--- config.mk ---
export PLATFORM = sky130hd
export DESIGN_NAME = state_vector_core
export DESIGN_NICKNAME = d
export VERILOG_FILES = /design/src/state_pkg.sv /design/src/ctxt_fifo.sv /design/src/state_store.sv /design/src/state_update_calc.sv /design/src/state_vector_core.sv /design/src/update_arbiter.sv
export SDC_FILE = /design/constraint.sdc
export NUM_CORES = 2
export LEC_CHECK = 0
export BUFFER_PORTS_ARGS = -buffer_cell sky130_fd_sc_hd__buf_2
export CAP_MARGIN = 25
export CELL_PAD_IN_SITES_DETAIL_PLACEMENT = 1
export CELL_PAD_IN_SITES_GLOBAL_PLACEMENT = 2
export CORE_AREA = 4 4 528 399
export CTS_CLUSTER_SIZE = 28
export DETAILED_ROUTE_END_ITERATION = 10
export DIE_AREA = 0 0 532 403
export PLACE_DENSITY_LB_ADDON = 0.1
export SETUP_SLACK_MARGIN = 0.5
export SLEW_MARGIN = 20
export SYNTH_ARGS = -nofsm -noshare
export SYNTH_HDL_FRONTEND = slang
export SYNTH_SLANG_ARGS = --single-unit
--- constraint.sdc ---
create_clock -name clk -period 4.8 [get_ports clk]
set_input_delay 0.96 -clock clk [delete_from_list [all_inputs] [get_ports clk]]
set_output_delay 0.96 -clock clk [all_outputs]
set_load 0.1 [all_outputs]
--- src/state_pkg.sv ---
`default_nettype none

package state_pkg;

    // ------------------------------------------------------------------
    // State word layout
    // ------------------------------------------------------------------
    // Packet count in the upper bits, byte count below it
    localparam int STATE_WID    = 32;
    localparam int PKT_CNT_WID  = 12;
    localparam int BYTE_CNT_WID = 20;

    // Length field of a count update
    localparam int LEN_WID = 16;

    // ------------------------------------------------------------------
    // Update opcodes
    // ------------------------------------------------------------------
    typedef enum logic [1:0] {
        UPD_NOP   = 2'd0,  // Read only
        UPD_COUNT = 2'd1,  // One packet plus len bytes
        UPD_SET   = 2'd2   // Overwrite whole word
    } update_op_e;

    // ------------------------------------------------------------------
    // Update word, seen as count update or as raw value
    // ------------------------------------------------------------------
    typedef union packed {
        struct packed {
            logic [STATE_WID-LEN_WID-1:0] rsvd;
            logic [LEN_WID-1:0]           len;
        } count;
        logic [STATE_WID-1:0] raw;
    } update_word_u;

endpackage : state_pkg

`default_nettype wire

--- src/ctxt_fifo.sv ---
`timescale 1ns/1ns
`default_nettype none

module ctxt_fifo #(
    parameter int DATA_WID = 1,
    parameter int DEPTH    = 4
) (
    input  wire logic                clk,
    input  wire logic                srst,
    input  wire logic                wr,
    input  wire logic [DATA_WID-1:0] wr_data,
    input  wire logic                rd,
    output logic      [DATA_WID-1:0] rd_data,
    output logic                     rd_vld
);

    // Pointer and occupancy widths, at least one bit each
    localparam int PTR_WID = (DEPTH > 1) ? $clog2(DEPTH) : 1;
    localparam int CNT_WID = $clog2(DEPTH + 1);

    logic [DATA_WID-1:0] mem [DEPTH];
    logic [PTR_WID-1:0]  wr_ptr;
    logic [PTR_WID-1:0]  rd_ptr;
    logic [CNT_WID-1:0]  count;

    // Entry storage
    always_ff @(posedge clk) begin
        if (wr)
            mem[wr_ptr] <= wr_data;
    end

    // Pointers wrap at DEPTH, not at a power of two
    always_ff @(posedge clk) begin
        if (srst) begin
            wr_ptr <= '0;
            rd_ptr <= '0;
            count  <= '0;
        end else begin
            if (wr)
                wr_ptr <= (wr_ptr == PTR_WID'(DEPTH - 1)) ? '0 : wr_ptr + 1'b1;
            if (rd)
                rd_ptr <= (rd_ptr == PTR_WID'(DEPTH - 1)) ? '0 : rd_ptr + 1'b1;
            // No overflow or underflow protection
            case ({wr, rd})
                2'b10:   count <= count + 1'b1;
                2'b01:   count <= count - 1'b1;
                default: count <= count;
            endcase
        end
    end

    // First word fall-through
    assign rd_data = mem[rd_ptr];
    assign rd_vld  = (count != '0);

endmodule : ctxt_fifo

`default_nettype wire

--- src/state_store.sv ---
`timescale 1ns/1ns
`default_nettype none

module state_store
    import state_pkg::*;
#(
    parameter int ID_WID = 6
) (
    input  wire logic                 clk,
    input  wire logic                 srst,
    output logic                      init_done,

    // Read port, data one cycle after request
    input  wire logic                 rd_req,
    input  wire logic [ID_WID-1:0]    rd_id,
    output logic                      rd_ack,
    output logic      [STATE_WID-1:0] rd_data,

    // Write port
    input  wire logic                 wr_en,
    input  wire logic [ID_WID-1:0]    wr_id,
    input  wire logic [STATE_WID-1:0] wr_data
);

    localparam int DEPTH = 2**ID_WID;

    logic [STATE_WID-1:0] mem [DEPTH];

    logic [ID_WID-1:0]    sweep_id;
    logic                 mem_we;
    logic [ID_WID-1:0]    mem_addr;
    logic [STATE_WID-1:0] mem_din;

    // ------------------------------------------------------------------
    // Clear sweep after reset
    // ------------------------------------------------------------------
    // One entry per cycle, init_done after the last one
    always_ff @(posedge clk) begin
        if (srst) begin
            sweep_id  <= '0;
            init_done <= 1'b0;
        end else if (!init_done) begin
            sweep_id <= sweep_id + 1'b1;
            if (&sweep_id)
                init_done <= 1'b1;
        end
    end

    // Sweep owns the write port until init is done
    assign mem_we   = !init_done || wr_en;
    assign mem_addr = init_done ? wr_id   : sweep_id;
    assign mem_din  = init_done ? wr_data : '0;

    always_ff @(posedge clk) begin
        if (mem_we)
            mem[mem_addr] <= mem_din;
    end

    // ------------------------------------------------------------------
    // Registered read
    // ------------------------------------------------------------------
    // Write-first on an address collision
    always_ff @(posedge clk) begin
        if (wr_en && init_done && (wr_id == rd_id))
            rd_data <= wr_data;
        else
            rd_data <= mem[rd_id];
    end

    always_ff @(posedge clk) begin
        if (srst)
            rd_ack <= 1'b0;
        else
            rd_ack <= rd_req;
    end

endmodule : state_store

`default_nettype wire

--- src/state_update_calc.sv ---
`timescale 1ns/1ns
`default_nettype none

module state_update_calc
    import state_pkg::*;
(
    input  wire logic                 en,
    input  wire update_op_e           op,
    input  wire logic                 init,
    input  wire update_word_u         update,
    input  wire logic [STATE_WID-1:0] prev_state,
    output logic      [STATE_WID-1:0] next_state,
    output logic      [STATE_WID-1:0] return_state
);

    logic [STATE_WID-1:0]    base;
    logic [PKT_CNT_WID-1:0]  pkt_cnt;
    logic [BYTE_CNT_WID-1:0] byte_cnt;
    logic [PKT_CNT_WID-1:0]  pkt_cnt_inc;
    logic [BYTE_CNT_WID:0]   byte_sum;
    logic [BYTE_CNT_WID-1:0] byte_cnt_inc;

    // Init starts from a zero state
    assign base = init ? '0 : prev_state;

    // Field split
    assign pkt_cnt  = base[STATE_WID-1 -: PKT_CNT_WID];
    assign byte_cnt = base[BYTE_CNT_WID-1:0];

    // ------------------------------------------------------------------
    // Saturating counters
    // ------------------------------------------------------------------
    assign pkt_cnt_inc = (&pkt_cnt) ? pkt_cnt : pkt_cnt + 1'b1;

    // Extra carry bit flags byte overflow
    assign byte_sum     = {1'b0, byte_cnt} + (BYTE_CNT_WID + 1)'(update.count.len);
    assign byte_cnt_inc = byte_sum[BYTE_CNT_WID] ? '1 : byte_sum[BYTE_CNT_WID-1:0];

    // ------------------------------------------------------------------
    // Next state select
    // ------------------------------------------------------------------
    always_comb begin
        next_state = base;
        if (en) begin
            case (op)
                UPD_COUNT: next_state = {pkt_cnt_inc, byte_cnt_inc};
                UPD_SET:   next_state = update.raw;
                default:   next_state = base;
            endcase
        end
    end

    // Requester sees the value before its own update
    assign return_state = base;

endmodule : state_update_calc

`default_nettype wire

--- src/state_vector_core.sv ---
`timescale 1ns/1ns
`default_nettype none

module state_vector_core
    import state_pkg::*;
#(
    parameter int ID_WID           = 6,
    parameter int NUM_TRANSACTIONS = 4
) (
    input  wire logic              clk,
    input  wire logic              srst,
    input  wire logic              en,
    output logic                   init_done,

    // Datapath requester
    input  wire logic              upd_req,
    output logic                   upd_rdy,
    input  wire logic [ID_WID-1:0] upd_id,
    input  wire update_op_e        upd_op,
    input  wire logic              upd_init,
    input  wire update_word_u      upd_update,
    output logic                   upd_ack,
    output logic [STATE_WID-1:0]   upd_state,

    // Control plane requester
    input  wire logic              ctrl_req,
    output logic                   ctrl_rdy,
    input  wire logic [ID_WID-1:0] ctrl_id,
    input  wire update_op_e        ctrl_op,
    input  wire logic              ctrl_init,
    input  wire update_word_u      ctrl_update,
    output logic                   ctrl_ack,
    output logic [STATE_WID-1:0]   ctrl_state
);

    // id, op, init, update, back-to-back flag
    localparam int CTXT_WID = ID_WID + $bits(update_op_e) + 1 + STATE_WID + 1;

    // Granted request
    logic                 arb_req;
    logic [ID_WID-1:0]    arb_id;
    update_op_e           arb_op;
    logic                 arb_init;
    update_word_u         arb_update;

    // Context of the transaction being completed
    logic [CTXT_WID-1:0]  ctxt_in;
    logic [CTXT_WID-1:0]  ctxt_out;
    logic                 ctxt_vld;
    logic [ID_WID-1:0]    ctxt_id;
    logic [1:0]           ctxt_op;
    logic                 ctxt_init;
    update_word_u         ctxt_update;
    logic                 ctxt_b2b;

    logic [ID_WID-1:0]    last_id;
    logic                 back_to_back;

    // Store and calc
    logic                 rd_ack;
    logic [STATE_WID-1:0] rd_data;
    logic                 wr_en;
    logic [ID_WID-1:0]    wr_id;
    logic [STATE_WID-1:0] wr_data;
    logic [STATE_WID-1:0] prev_state;
    logic [STATE_WID-1:0] next_state;
    logic [STATE_WID-1:0] return_state;
    logic                 rsp_go;
    logic                 resp_ack;
    logic [STATE_WID-1:0] resp_state;

    // ------------------------------------------------------------------
    // Requester arbitration
    // ------------------------------------------------------------------
    update_arbiter #(
        .ID_WID           ( ID_WID ),
        .NUM_TRANSACTIONS ( NUM_TRANSACTIONS )
    ) i_update_arbiter (
        .clk         ( clk ),
        .srst        ( srst ),
        .init_done   ( init_done ),
        .upd_req     ( upd_req ),
        .upd_rdy     ( upd_rdy ),
        .upd_id      ( upd_id ),
        .upd_op      ( upd_op ),
        .upd_init    ( upd_init ),
        .upd_update  ( upd_update ),
        .upd_ack     ( upd_ack ),
        .upd_state   ( upd_state ),
        .ctrl_req    ( ctrl_req ),
        .ctrl_rdy    ( ctrl_rdy ),
        .ctrl_id     ( ctrl_id ),
        .ctrl_op     ( ctrl_op ),
        .ctrl_init   ( ctrl_init ),
        .ctrl_update ( ctrl_update ),
        .ctrl_ack    ( ctrl_ack ),
        .ctrl_state  ( ctrl_state ),
        .arb_req     ( arb_req ),
        .arb_id      ( arb_id ),
        .arb_op      ( arb_op ),
        .arb_init    ( arb_init ),
        .arb_update  ( arb_update ),
        .resp_ack    ( resp_ack ),
        .resp_state  ( resp_state )
    );

    // ------------------------------------------------------------------
    // Read-modify-write context
    // ------------------------------------------------------------------
    // Same ID as the previous accepted transfer
    always_ff @(posedge clk) begin
        if (arb_req)
            last_id <= arb_id;
    end
    assign back_to_back = (arb_id == last_id);

    assign ctxt_in = {arb_id, arb_op, arb_init, arb_update, back_to_back};

    ctxt_fifo #(
        .DATA_WID ( CTXT_WID ),
        .DEPTH    ( NUM_TRANSACTIONS )
    ) i_ctxt_fifo_rmw (
        .clk     ( clk ),
        .srst    ( srst ),
        .wr      ( arb_req ),
        .wr_data ( ctxt_in ),
        .rd      ( rd_ack ),
        .rd_data ( ctxt_out ),
        .rd_vld  ( ctxt_vld )
    );

    assign {ctxt_id, ctxt_op, ctxt_init, ctxt_update, ctxt_b2b} = ctxt_out;

    // ------------------------------------------------------------------
    // Storage
    // ------------------------------------------------------------------
    state_store #(
        .ID_WID ( ID_WID )
    ) i_state_store (
        .clk       ( clk ),
        .srst      ( srst ),
        .init_done ( init_done ),
        .rd_req    ( arb_req ),
        .rd_id     ( arb_id ),
        .rd_ack    ( rd_ack ),
        .rd_data   ( rd_data ),
        .wr_en     ( wr_en ),
        .wr_id     ( wr_id ),
        .wr_data   ( wr_data )
    );

    // Pending write holds the newest state; the read missed it
    assign prev_state = (ctxt_b2b && wr_en) ? wr_data : rd_data;

    state_update_calc i_state_update_calc (
        .en           ( en ),
        .op           ( update_op_e'(ctxt_op) ),
        .init         ( ctxt_init ),
        .update       ( ctxt_update ),
        .prev_state   ( prev_state ),
        .next_state   ( next_state ),
        .return_state ( return_state )
    );

    // ------------------------------------------------------------------
    // Write-back and response
    // ------------------------------------------------------------------
    assign rsp_go = rd_ack && ctxt_vld;

    always_ff @(posedge clk) begin
        if (srst) begin
            wr_en    <= 1'b0;
            resp_ack <= 1'b0;
        end else begin
            wr_en    <= rsp_go;
            resp_ack <= rsp_go;
        end
    end

    // Payload, qualified by the strobes above
    always_ff @(posedge clk) begin
        if (rsp_go) begin
            wr_id      <= ctxt_id;
            wr_data    <= next_state;
            resp_state <= return_state;
        end
    end

endmodule : state_vector_core

`default_nettype wire

--- src/update_arbiter.sv ---
`timescale 1ns/1ns
`default_nettype none

module update_arbiter
    import state_pkg::*;
#(
    parameter int ID_WID           = 6,
    parameter int NUM_TRANSACTIONS = 4
) (
    input  wire logic                 clk,
    input  wire logic                 srst,
    input  wire logic                 init_done,

    // Datapath requester
    input  wire logic                 upd_req,
    output logic                      upd_rdy,
    input  wire logic [ID_WID-1:0]    upd_id,
    input  wire update_op_e           upd_op,
    input  wire logic                 upd_init,
    input  wire update_word_u         upd_update,
    output logic                      upd_ack,
    output logic [STATE_WID-1:0]      upd_state,

    // Control plane requester
    input  wire logic                 ctrl_req,
    output logic                      ctrl_rdy,
    input  wire logic [ID_WID-1:0]    ctrl_id,
    input  wire update_op_e           ctrl_op,
    input  wire logic                 ctrl_init,
    input  wire update_word_u         ctrl_update,
    output logic                      ctrl_ack,
    output logic [STATE_WID-1:0]      ctrl_state,

    // Granted request toward the core
    output logic                      arb_req,
    output logic [ID_WID-1:0]         arb_id,
    output update_op_e                arb_op,
    output logic                      arb_init,
    output update_word_u              arb_update,

    // Response from the core
    input  wire logic                 resp_ack,
    input  wire logic [STATE_WID-1:0] resp_state
);

    logic src_ctrl;
    logic src_vld;

    // ------------------------------------------------------------------
    // Strict priority grant
    // ------------------------------------------------------------------
    // Datapath only waits for init; control also yields to datapath
    assign upd_rdy  = init_done;
    assign ctrl_rdy = init_done && !upd_req;

    assign arb_req    = (upd_req && upd_rdy) || (ctrl_req && ctrl_rdy);
    assign arb_id     = upd_req ? upd_id     : ctrl_id;
    assign arb_op     = upd_req ? upd_op     : ctrl_op;
    assign arb_init   = upd_req ? upd_init   : ctrl_init;
    assign arb_update = upd_req ? upd_update : ctrl_update;

    // ------------------------------------------------------------------
    // Response routing
    // ------------------------------------------------------------------
    // One bit per grant, set when control won
    ctxt_fifo #(
        .DATA_WID ( 1 ),
        .DEPTH    ( NUM_TRANSACTIONS )
    ) i_ctxt_fifo_src (
        .clk     ( clk ),
        .srst    ( srst ),
        .wr      ( arb_req ),
        .wr_data ( !upd_req ),
        .rd      ( resp_ack ),
        .rd_data ( src_ctrl ),
        .rd_vld  ( src_vld )
    );

    // Responses return in grant order
    assign upd_ack    = resp_ack && src_vld && !src_ctrl;
    assign ctrl_ack   = resp_ack && src_vld &&  src_ctrl;
    assign upd_state  = resp_state;
    assign ctrl_state = resp_state;

endmodule : update_arbiter

`default_nettype wire

-- Yosys cells after proc, flatten, opt, wreduce, memory -nomap -nowiden
Memory sizes are Yosys's and may differ from the RTL's. A register that Yosys moved wholly into a read port is not among the register bits.
Index checks and enable logic that the tools add are counted.
- bits of input ports: 87
- flip-flop bits (word level): 131
- output and inout port bits: 69
- memories: 3
- RAM bits: 2220
- logic and storage cells: 91
- $add $sub $neg: 11
- reductions and logical operators: 21
- multiplexer cells: 29
- eq/ne operators: 12
- memory list (name ; words ; width ; rd ports ; clocked after memory_dff ; wr ports ; line ; source):
    i_state_store.mem ; 64 ; 32 ; 1 ; 0 ; 1 ; state_store.sv:27 ; logic [STATE_WID-1:0] mem [DEPTH];
    i_ctxt_fifo_rmw.mem ; 4 ; 42 ; 1 ; 1 ; 1 ; ctxt_fifo.sv:21 ; logic [DATA_WID-1:0] mem [DEPTH];
    i_update_arbiter.i_ctxt_fifo_src.mem ; 4 ; 1 ; 1 ; 1 ; 1 ; ctxt_fifo.sv:21 ;
- operator list (operator ; count):
    $mux W32 ; 6
    $pmux W32 S2 ; 1
    $add A20 B16 Y21 ; 1
    $mux W20 ; 1
    $mux W2 ; 9
    $eq A2 B2 Y1 const B ; 7
    $add A12 B1 Y12 const B ; 1
    $eq A6 B6 Y1 ; 2
    $mux W12 ; 1
    $mux W6 ; 2
    $pmux W3 S2 ; 2
    $reduce_and A12 Y1 ; 1
    $logic_and A1 B1 Y1 ; 10
    $add A2 B1 Y2 const B ; 4
    $mux W1 ; 7
    $add A3 B1 Y3 const B ; 2
    $add A6 B1 Y6 const B ; 1
    $eq A2 B1 Y1 const B ; 3
    $reduce_and A6 Y1 ; 1
    $reduce_bool A3 Y1 ; 2
    $sub A3 B1 Y3 const B ; 2
    $reduce_bool A2 Y1 ; 2
    $logic_not A1 Y1 ; 3
    $logic_or A1 B1 Y1 ; 2

-- Depth between registers and ports, before layout
- word-level depth: 7
- gate-level depth with buffers: 19
- gate-level depth less buffers: 14

-- Cells and area by module
From an unflattened synthesis, not the netlist that was laid out.
- cells, all modules: 4778
- area total of the unflattened synthesis: 93402.1 sq um
- by module, submodules not included (module ; seq. area each (sq um) ; instances ; area each (sq um) ; cells an instance):
    state_store ; 62299.8 ; 1 ; 80019.2 ; 3889
    ctxt_fifo at i_ctxt_fifo_rmw ; 5225.0 ; 1 ; 6546.3 ; 263
    state_vector_core ; 2302.2 ; 1 ; 2922.8 ; 123
    state_update_calc ; 0.0 ; 1 ; 2130.8 ; 339
    update_arbiter ; 0.0 ; 1 ; 1207.4 ; 116
    ctxt_fifo at i_update_arbiter.i_ctxt_fifo_src ; 300.3 ; 1 ; 575.6 ; 48

-- Worst setup path before layout
OpenSTA, ideal clock, no wires.
- path kind: register -> register
- from: register with a tool-made name
- to: register wr_data[15] (data pin)
- buffers on the path: 5
- library setup time: 0.146 ns
- path slack: 0.523 ns
- cell stages (with the launch flop): 20
- data arrival time: 4.131 ns
- data required time: 4.654 ns
- clock period less this slack: 4.277 ns
- cells stage by stage: dfxtp_1 -> buf_2 -> mux4_2 -> buf_2 -> nand2_1 -> buf_2 -> buf_1 -> nand2_1 -> a21oi_1 -> ha_1 -> inv_1 -> fa_1 -> nor2b_1 -> o31a_1 -> o21ai_0 -> o211a_1 -> nor3b_2 -> buf_4 -> nor2_1 -> a21oi_1
- RTL lines (item ; line ; source):
    to (signal assigned) ; state_vector_core.sv:184 ; wr_data <= next_state;
    to (decl) ; state_vector_core.sv:64 ; logic [STATE_WID-1:0] wr_data;

==> impl_metrics.csv <==
group,metric,value,unit
status,status,"finished, final reports clean",
floorplan,num_io_pins,156,
route,wl_per_cell,32.18,µm
cells_and_area,final_common_cell,"edfxtp_1",
yosys,synth-seq-area-share,74.52,%
critical_path,r2r-end,"wr_data[15]$_DFFE_PP_",
cells_and_area,nFillCells,19590,
critical_path,rrSetupSlack,0.79,ns
global_routing,first_global_vias,59300,
clocking,ctsHoldBuffers,0,
timing,finalSetupViolCount,0,
placed_design,io_buffers,155,
clocking,clockBufferDepth,4,
min_path,min_path_cells,2,
clocking,clkTransAtPathRegs,0.07,ns
cells_and_area,mostFrequentLayoutCells,"edfxtp_1 (2,296), nand2_1 (1,418), a21oi_1 (366), buf_4 (283), mux2i_1 (261)",
critical_path,worstPathRequired,5.41,ns
global_routing,grt_usage,28.40,%
route,drc,0,
power,leakagePower,0.03715,µW
yosys,yosys.area.top_type,"edfxtp_1",
placed_design,hpwl,184500,µm
yosys,synth_edf_count,2296,
yosys,synth_nets,6543,
timing,worst_pin_slew,1.082,ns
power,finalPower,44110,µW
floorplan,num_rows,144,
critical_path,reg2reg_depth,13,
timing,min_period,4.014,ns
timing,hold_viol_final,0,
global_routing,grt.overflow.total,0,
timing,timing.final.crit_share,83.63,%
route,drt_pass1_iterations,5,
floorplan,die-width,532,µm
min_path,whs_endpoint,"i_ctxt_fifo_rmw.mem[3][25]$_DFFE_PP_",
min_path,worstHoldStart,"upd_update[24]",
clocking,cts_buffers,233,
floorplan,die_y,403,µm
global_routing,grt_max_degree,115,
clocking,clock_latency,0.89,ns
yosys,synth_area_leaders,"edfxtp_1 (73%), nand2_1 (5.7%), mux2i_1 (2.8%), mux4_2 (2.6%), a21oi_1 (2.0%)",
yosys,async_flop_share,0,%
clocking,cts_root_buf,"clkbuf_16",
route,drtAntennaViolNets,0,
power,ir_drop,319.9,µV
yosys,synth_seq_cells,2355,
timing,skew,0.05899,ns
timing,hold_slack,0.4622,ns
critical_path,critPathKind,"register to register",
yosys,syn_area,94110,µm²
clocking,htree_levels,4,
yosys,yosysUniqueCellTypes,75,
yosys,avgSynthCellArea,14.66,µm²
timing,slew_viol_final,0,
critical_path,critPathLaunchType,"register",
timing,grt_setup_unrepaired,"no",
critical_path,critPathCaptureType,"register",
cells_and_area,drive_gt1_share,16.32,%
floorplan,dieArea,214400,µm²
cells_and_area,stdcell_count,9635,
timing,fin_tns_setup,0,ns
placed_design,gp_congestion,0.8277,
global_routing,antenna_found_initial,21,
cells_and_area,fin_nets,6857,
clocking,cts_tree,"done",
floorplan,core_region_area,205000,µm²
timing,max_freq,0.2491,GHz
clocking,cts_sinks,2355,
min_path,hold_path.class,"input pin to register",
route,vias_per_cell,6.139,
yosys,synth_top_area_share,73.26,%
timing,relSlewSlack,27.59,%
critical_path,arrival,4.62,ns
yosys,postSynthCellCount,6421,
route,drt-total-wl,310100,µm
power,powerDensity,408.3,nW/µm²
yosys,synth-main-ff-cell,"edfxtp_1",
critical_path,crit_fanout,26,
cells_and_area,area_growth,14.79,%
job,cap_violations,0,
route,vias,59150,
route,drtIter0Drc,6544,
yosys,synth.yosys.warnings,0,
floorplan,start_util,45.90,%
placed_design,dp.cells,9193,
global_routing,grt_pass1_wl,441100,µm
## cells in the mapped netlist (7+ instances only)
master,number
nand3_1,225
edfxtp_1,2296
inv_1,33
xnor2_1,16
nand2_1,1419
a31oi_1,220
mux2i_1,263
mux4_2,109
o221ai_1,94
and2_1,44
o22ai_1,69
nand4_1,21
nor3_1,46
xor2_1,12
o211ai_1,8
ha_1,32
a21oi_1,373
nor2_1,123
nor2b_1,14
a41oi_1,32
buf_2,97
nand2b_1,7
and3_1,133
buf_4,52
o21ai_0,47
or4_1,60
mux2_2,38
clkbuf_1,205
buf_1,54
dfxtp_1,59
nor4_1,33
a21o_1,8
a211o_1,31
or3_1,37
a22oi_1,18
## worst max-delay path, cell delays in order, from the launching register on
cell,delay (ns)
dfxtp_4,0.45
mux4_2,0.56
and2_1,0.22
buf_4,0.24
nand2_1,0.10
a21oi_1,0.12
ha_1,0.40
a21oi_1,0.19
o21ai_0,0.16
or3_1,0.38
o21ai_0,0.40
o21ai_0,0.26
xnor2_1,0.20
a21oi_1,0.08
## per-stage QoR
step / cell area, µm² / utilization, % / worst slack, ns
6_report: 108000 / 52.68 / 0.7857
5_1_grt: 108000 / 52.68 / 0.5648
4_1_cts: 107800 / 52.58 / 0.5469
3_5_place_dp: 100200 / 48.87 / 0.2028
3_3_place_gp: 100100 / 48.80 / -0.2832
2_1_floorplan: 94110 / - / 0.5227
## state kept, by name, summed over array words and instances, names as in the netlist, 2 cells and up, named ones only
register,flops
i_ctxt_fifo_rmw.count,3
i_ctxt_fifo_rmw.mem,168
i_ctxt_fifo_rmw.rd_ptr,2
i_ctxt_fifo_rmw.wr_ptr,2
i_state_store.mem,2048
i_state_store.rd_data,32
i_state_store.sweep_id,6
i_update_arbiter.i_ctxt_fifo_src.count,3
i_update_arbiter.i_ctxt_fifo_src.mem,4
i_update_arbiter.i_ctxt_fifo_src.rd_ptr,2
i_update_arbiter.i_ctxt_fifo_src.wr_ptr,2
last_id,6
resp_state,32
wr_data,32
wr_id,6
## area by class of cell
type / instances / area, µm² / area share (%)
clock inverters: 130 / 1313 / 1.215
multi-input cells: 3615 / 22700 / 21.01
repair buffers: 493 / 4029 / 3.730
diodes: 11 / 27.53 / 0.02548
clock buffers: 293 / 6281 / 5.815
inverters: 37 / 158.9 / 0.1471
well taps: 2701 / 3379 / 3.129
flip-flops and latches: 2355 / 70130 / 64.93
## worst max path at each step
stage	to	depth (start not counted)	slack, ns	from
after CTS	wr_data[13]$_DFFE_PP_	14	0.55	register
after detailed placement	i_state_store.rd_data[20]$_DFF_P_	12	0.20	upd_req
after global routing	wr_data[13]$_DFFE_PP_	12	0.56	register
after global placement	i_state_store.rd_data[19]$_DFF_P_	9	-0.28	upd_req
after floorplan	wr_data[15]$_DFFE_PP_	19	0.52	register
final	wr_data[15]$_DFFE_PP_	13	0.79	register
## layer usage
| metal | global-route usage (%) | up-vias | share of wire, % |
|---|---|---|---|
| li1 | - | 25100 | - |
| met1 | 42.75 | 31460 | 45 |
| met2 | 43.17 | 2180 | 45 |
| met3 | 4.766 | 401 | 7.4 |
| met4 | 7.294 | 4 | 2.7 |
| met5 | 0 | - | 0.0074 |
## power by group
group / switching (µW) / total [µW] / internal [µW]
clock network: 7880 / 18500 / 10700
logic: 1960 / 2950 / 990
registers: 187 / 22600 / 22400
## timing repair
action	CTS	global route
endpoints found under the setup margin	17	20
buffers inserted	2	0
hold endpoints to repair	0	0
pin swaps	1	0
gates resized for setup	0	12
## kinds of logic (layout without fill, tap and decap cells)
kind of cell / after synthesis / in the layout / synth area share [%]
and+or+nand+nor: 2174 / 2174 / 10.13
DFF: 2355 / 2355 / 74.52
other: 0 / 11 / 0
xor gates and xnor gates: 28 / 28 / 0.2606
muxes: 414 / 414 / 5.947
buffers and inverters: 451 / 953 / 2.183
adders and majority gates: 35 / 35 / 0.4893
AOI/OAI and AO/OA: 964 / 964 / 6.474
(Power assumes the default switching activity.)
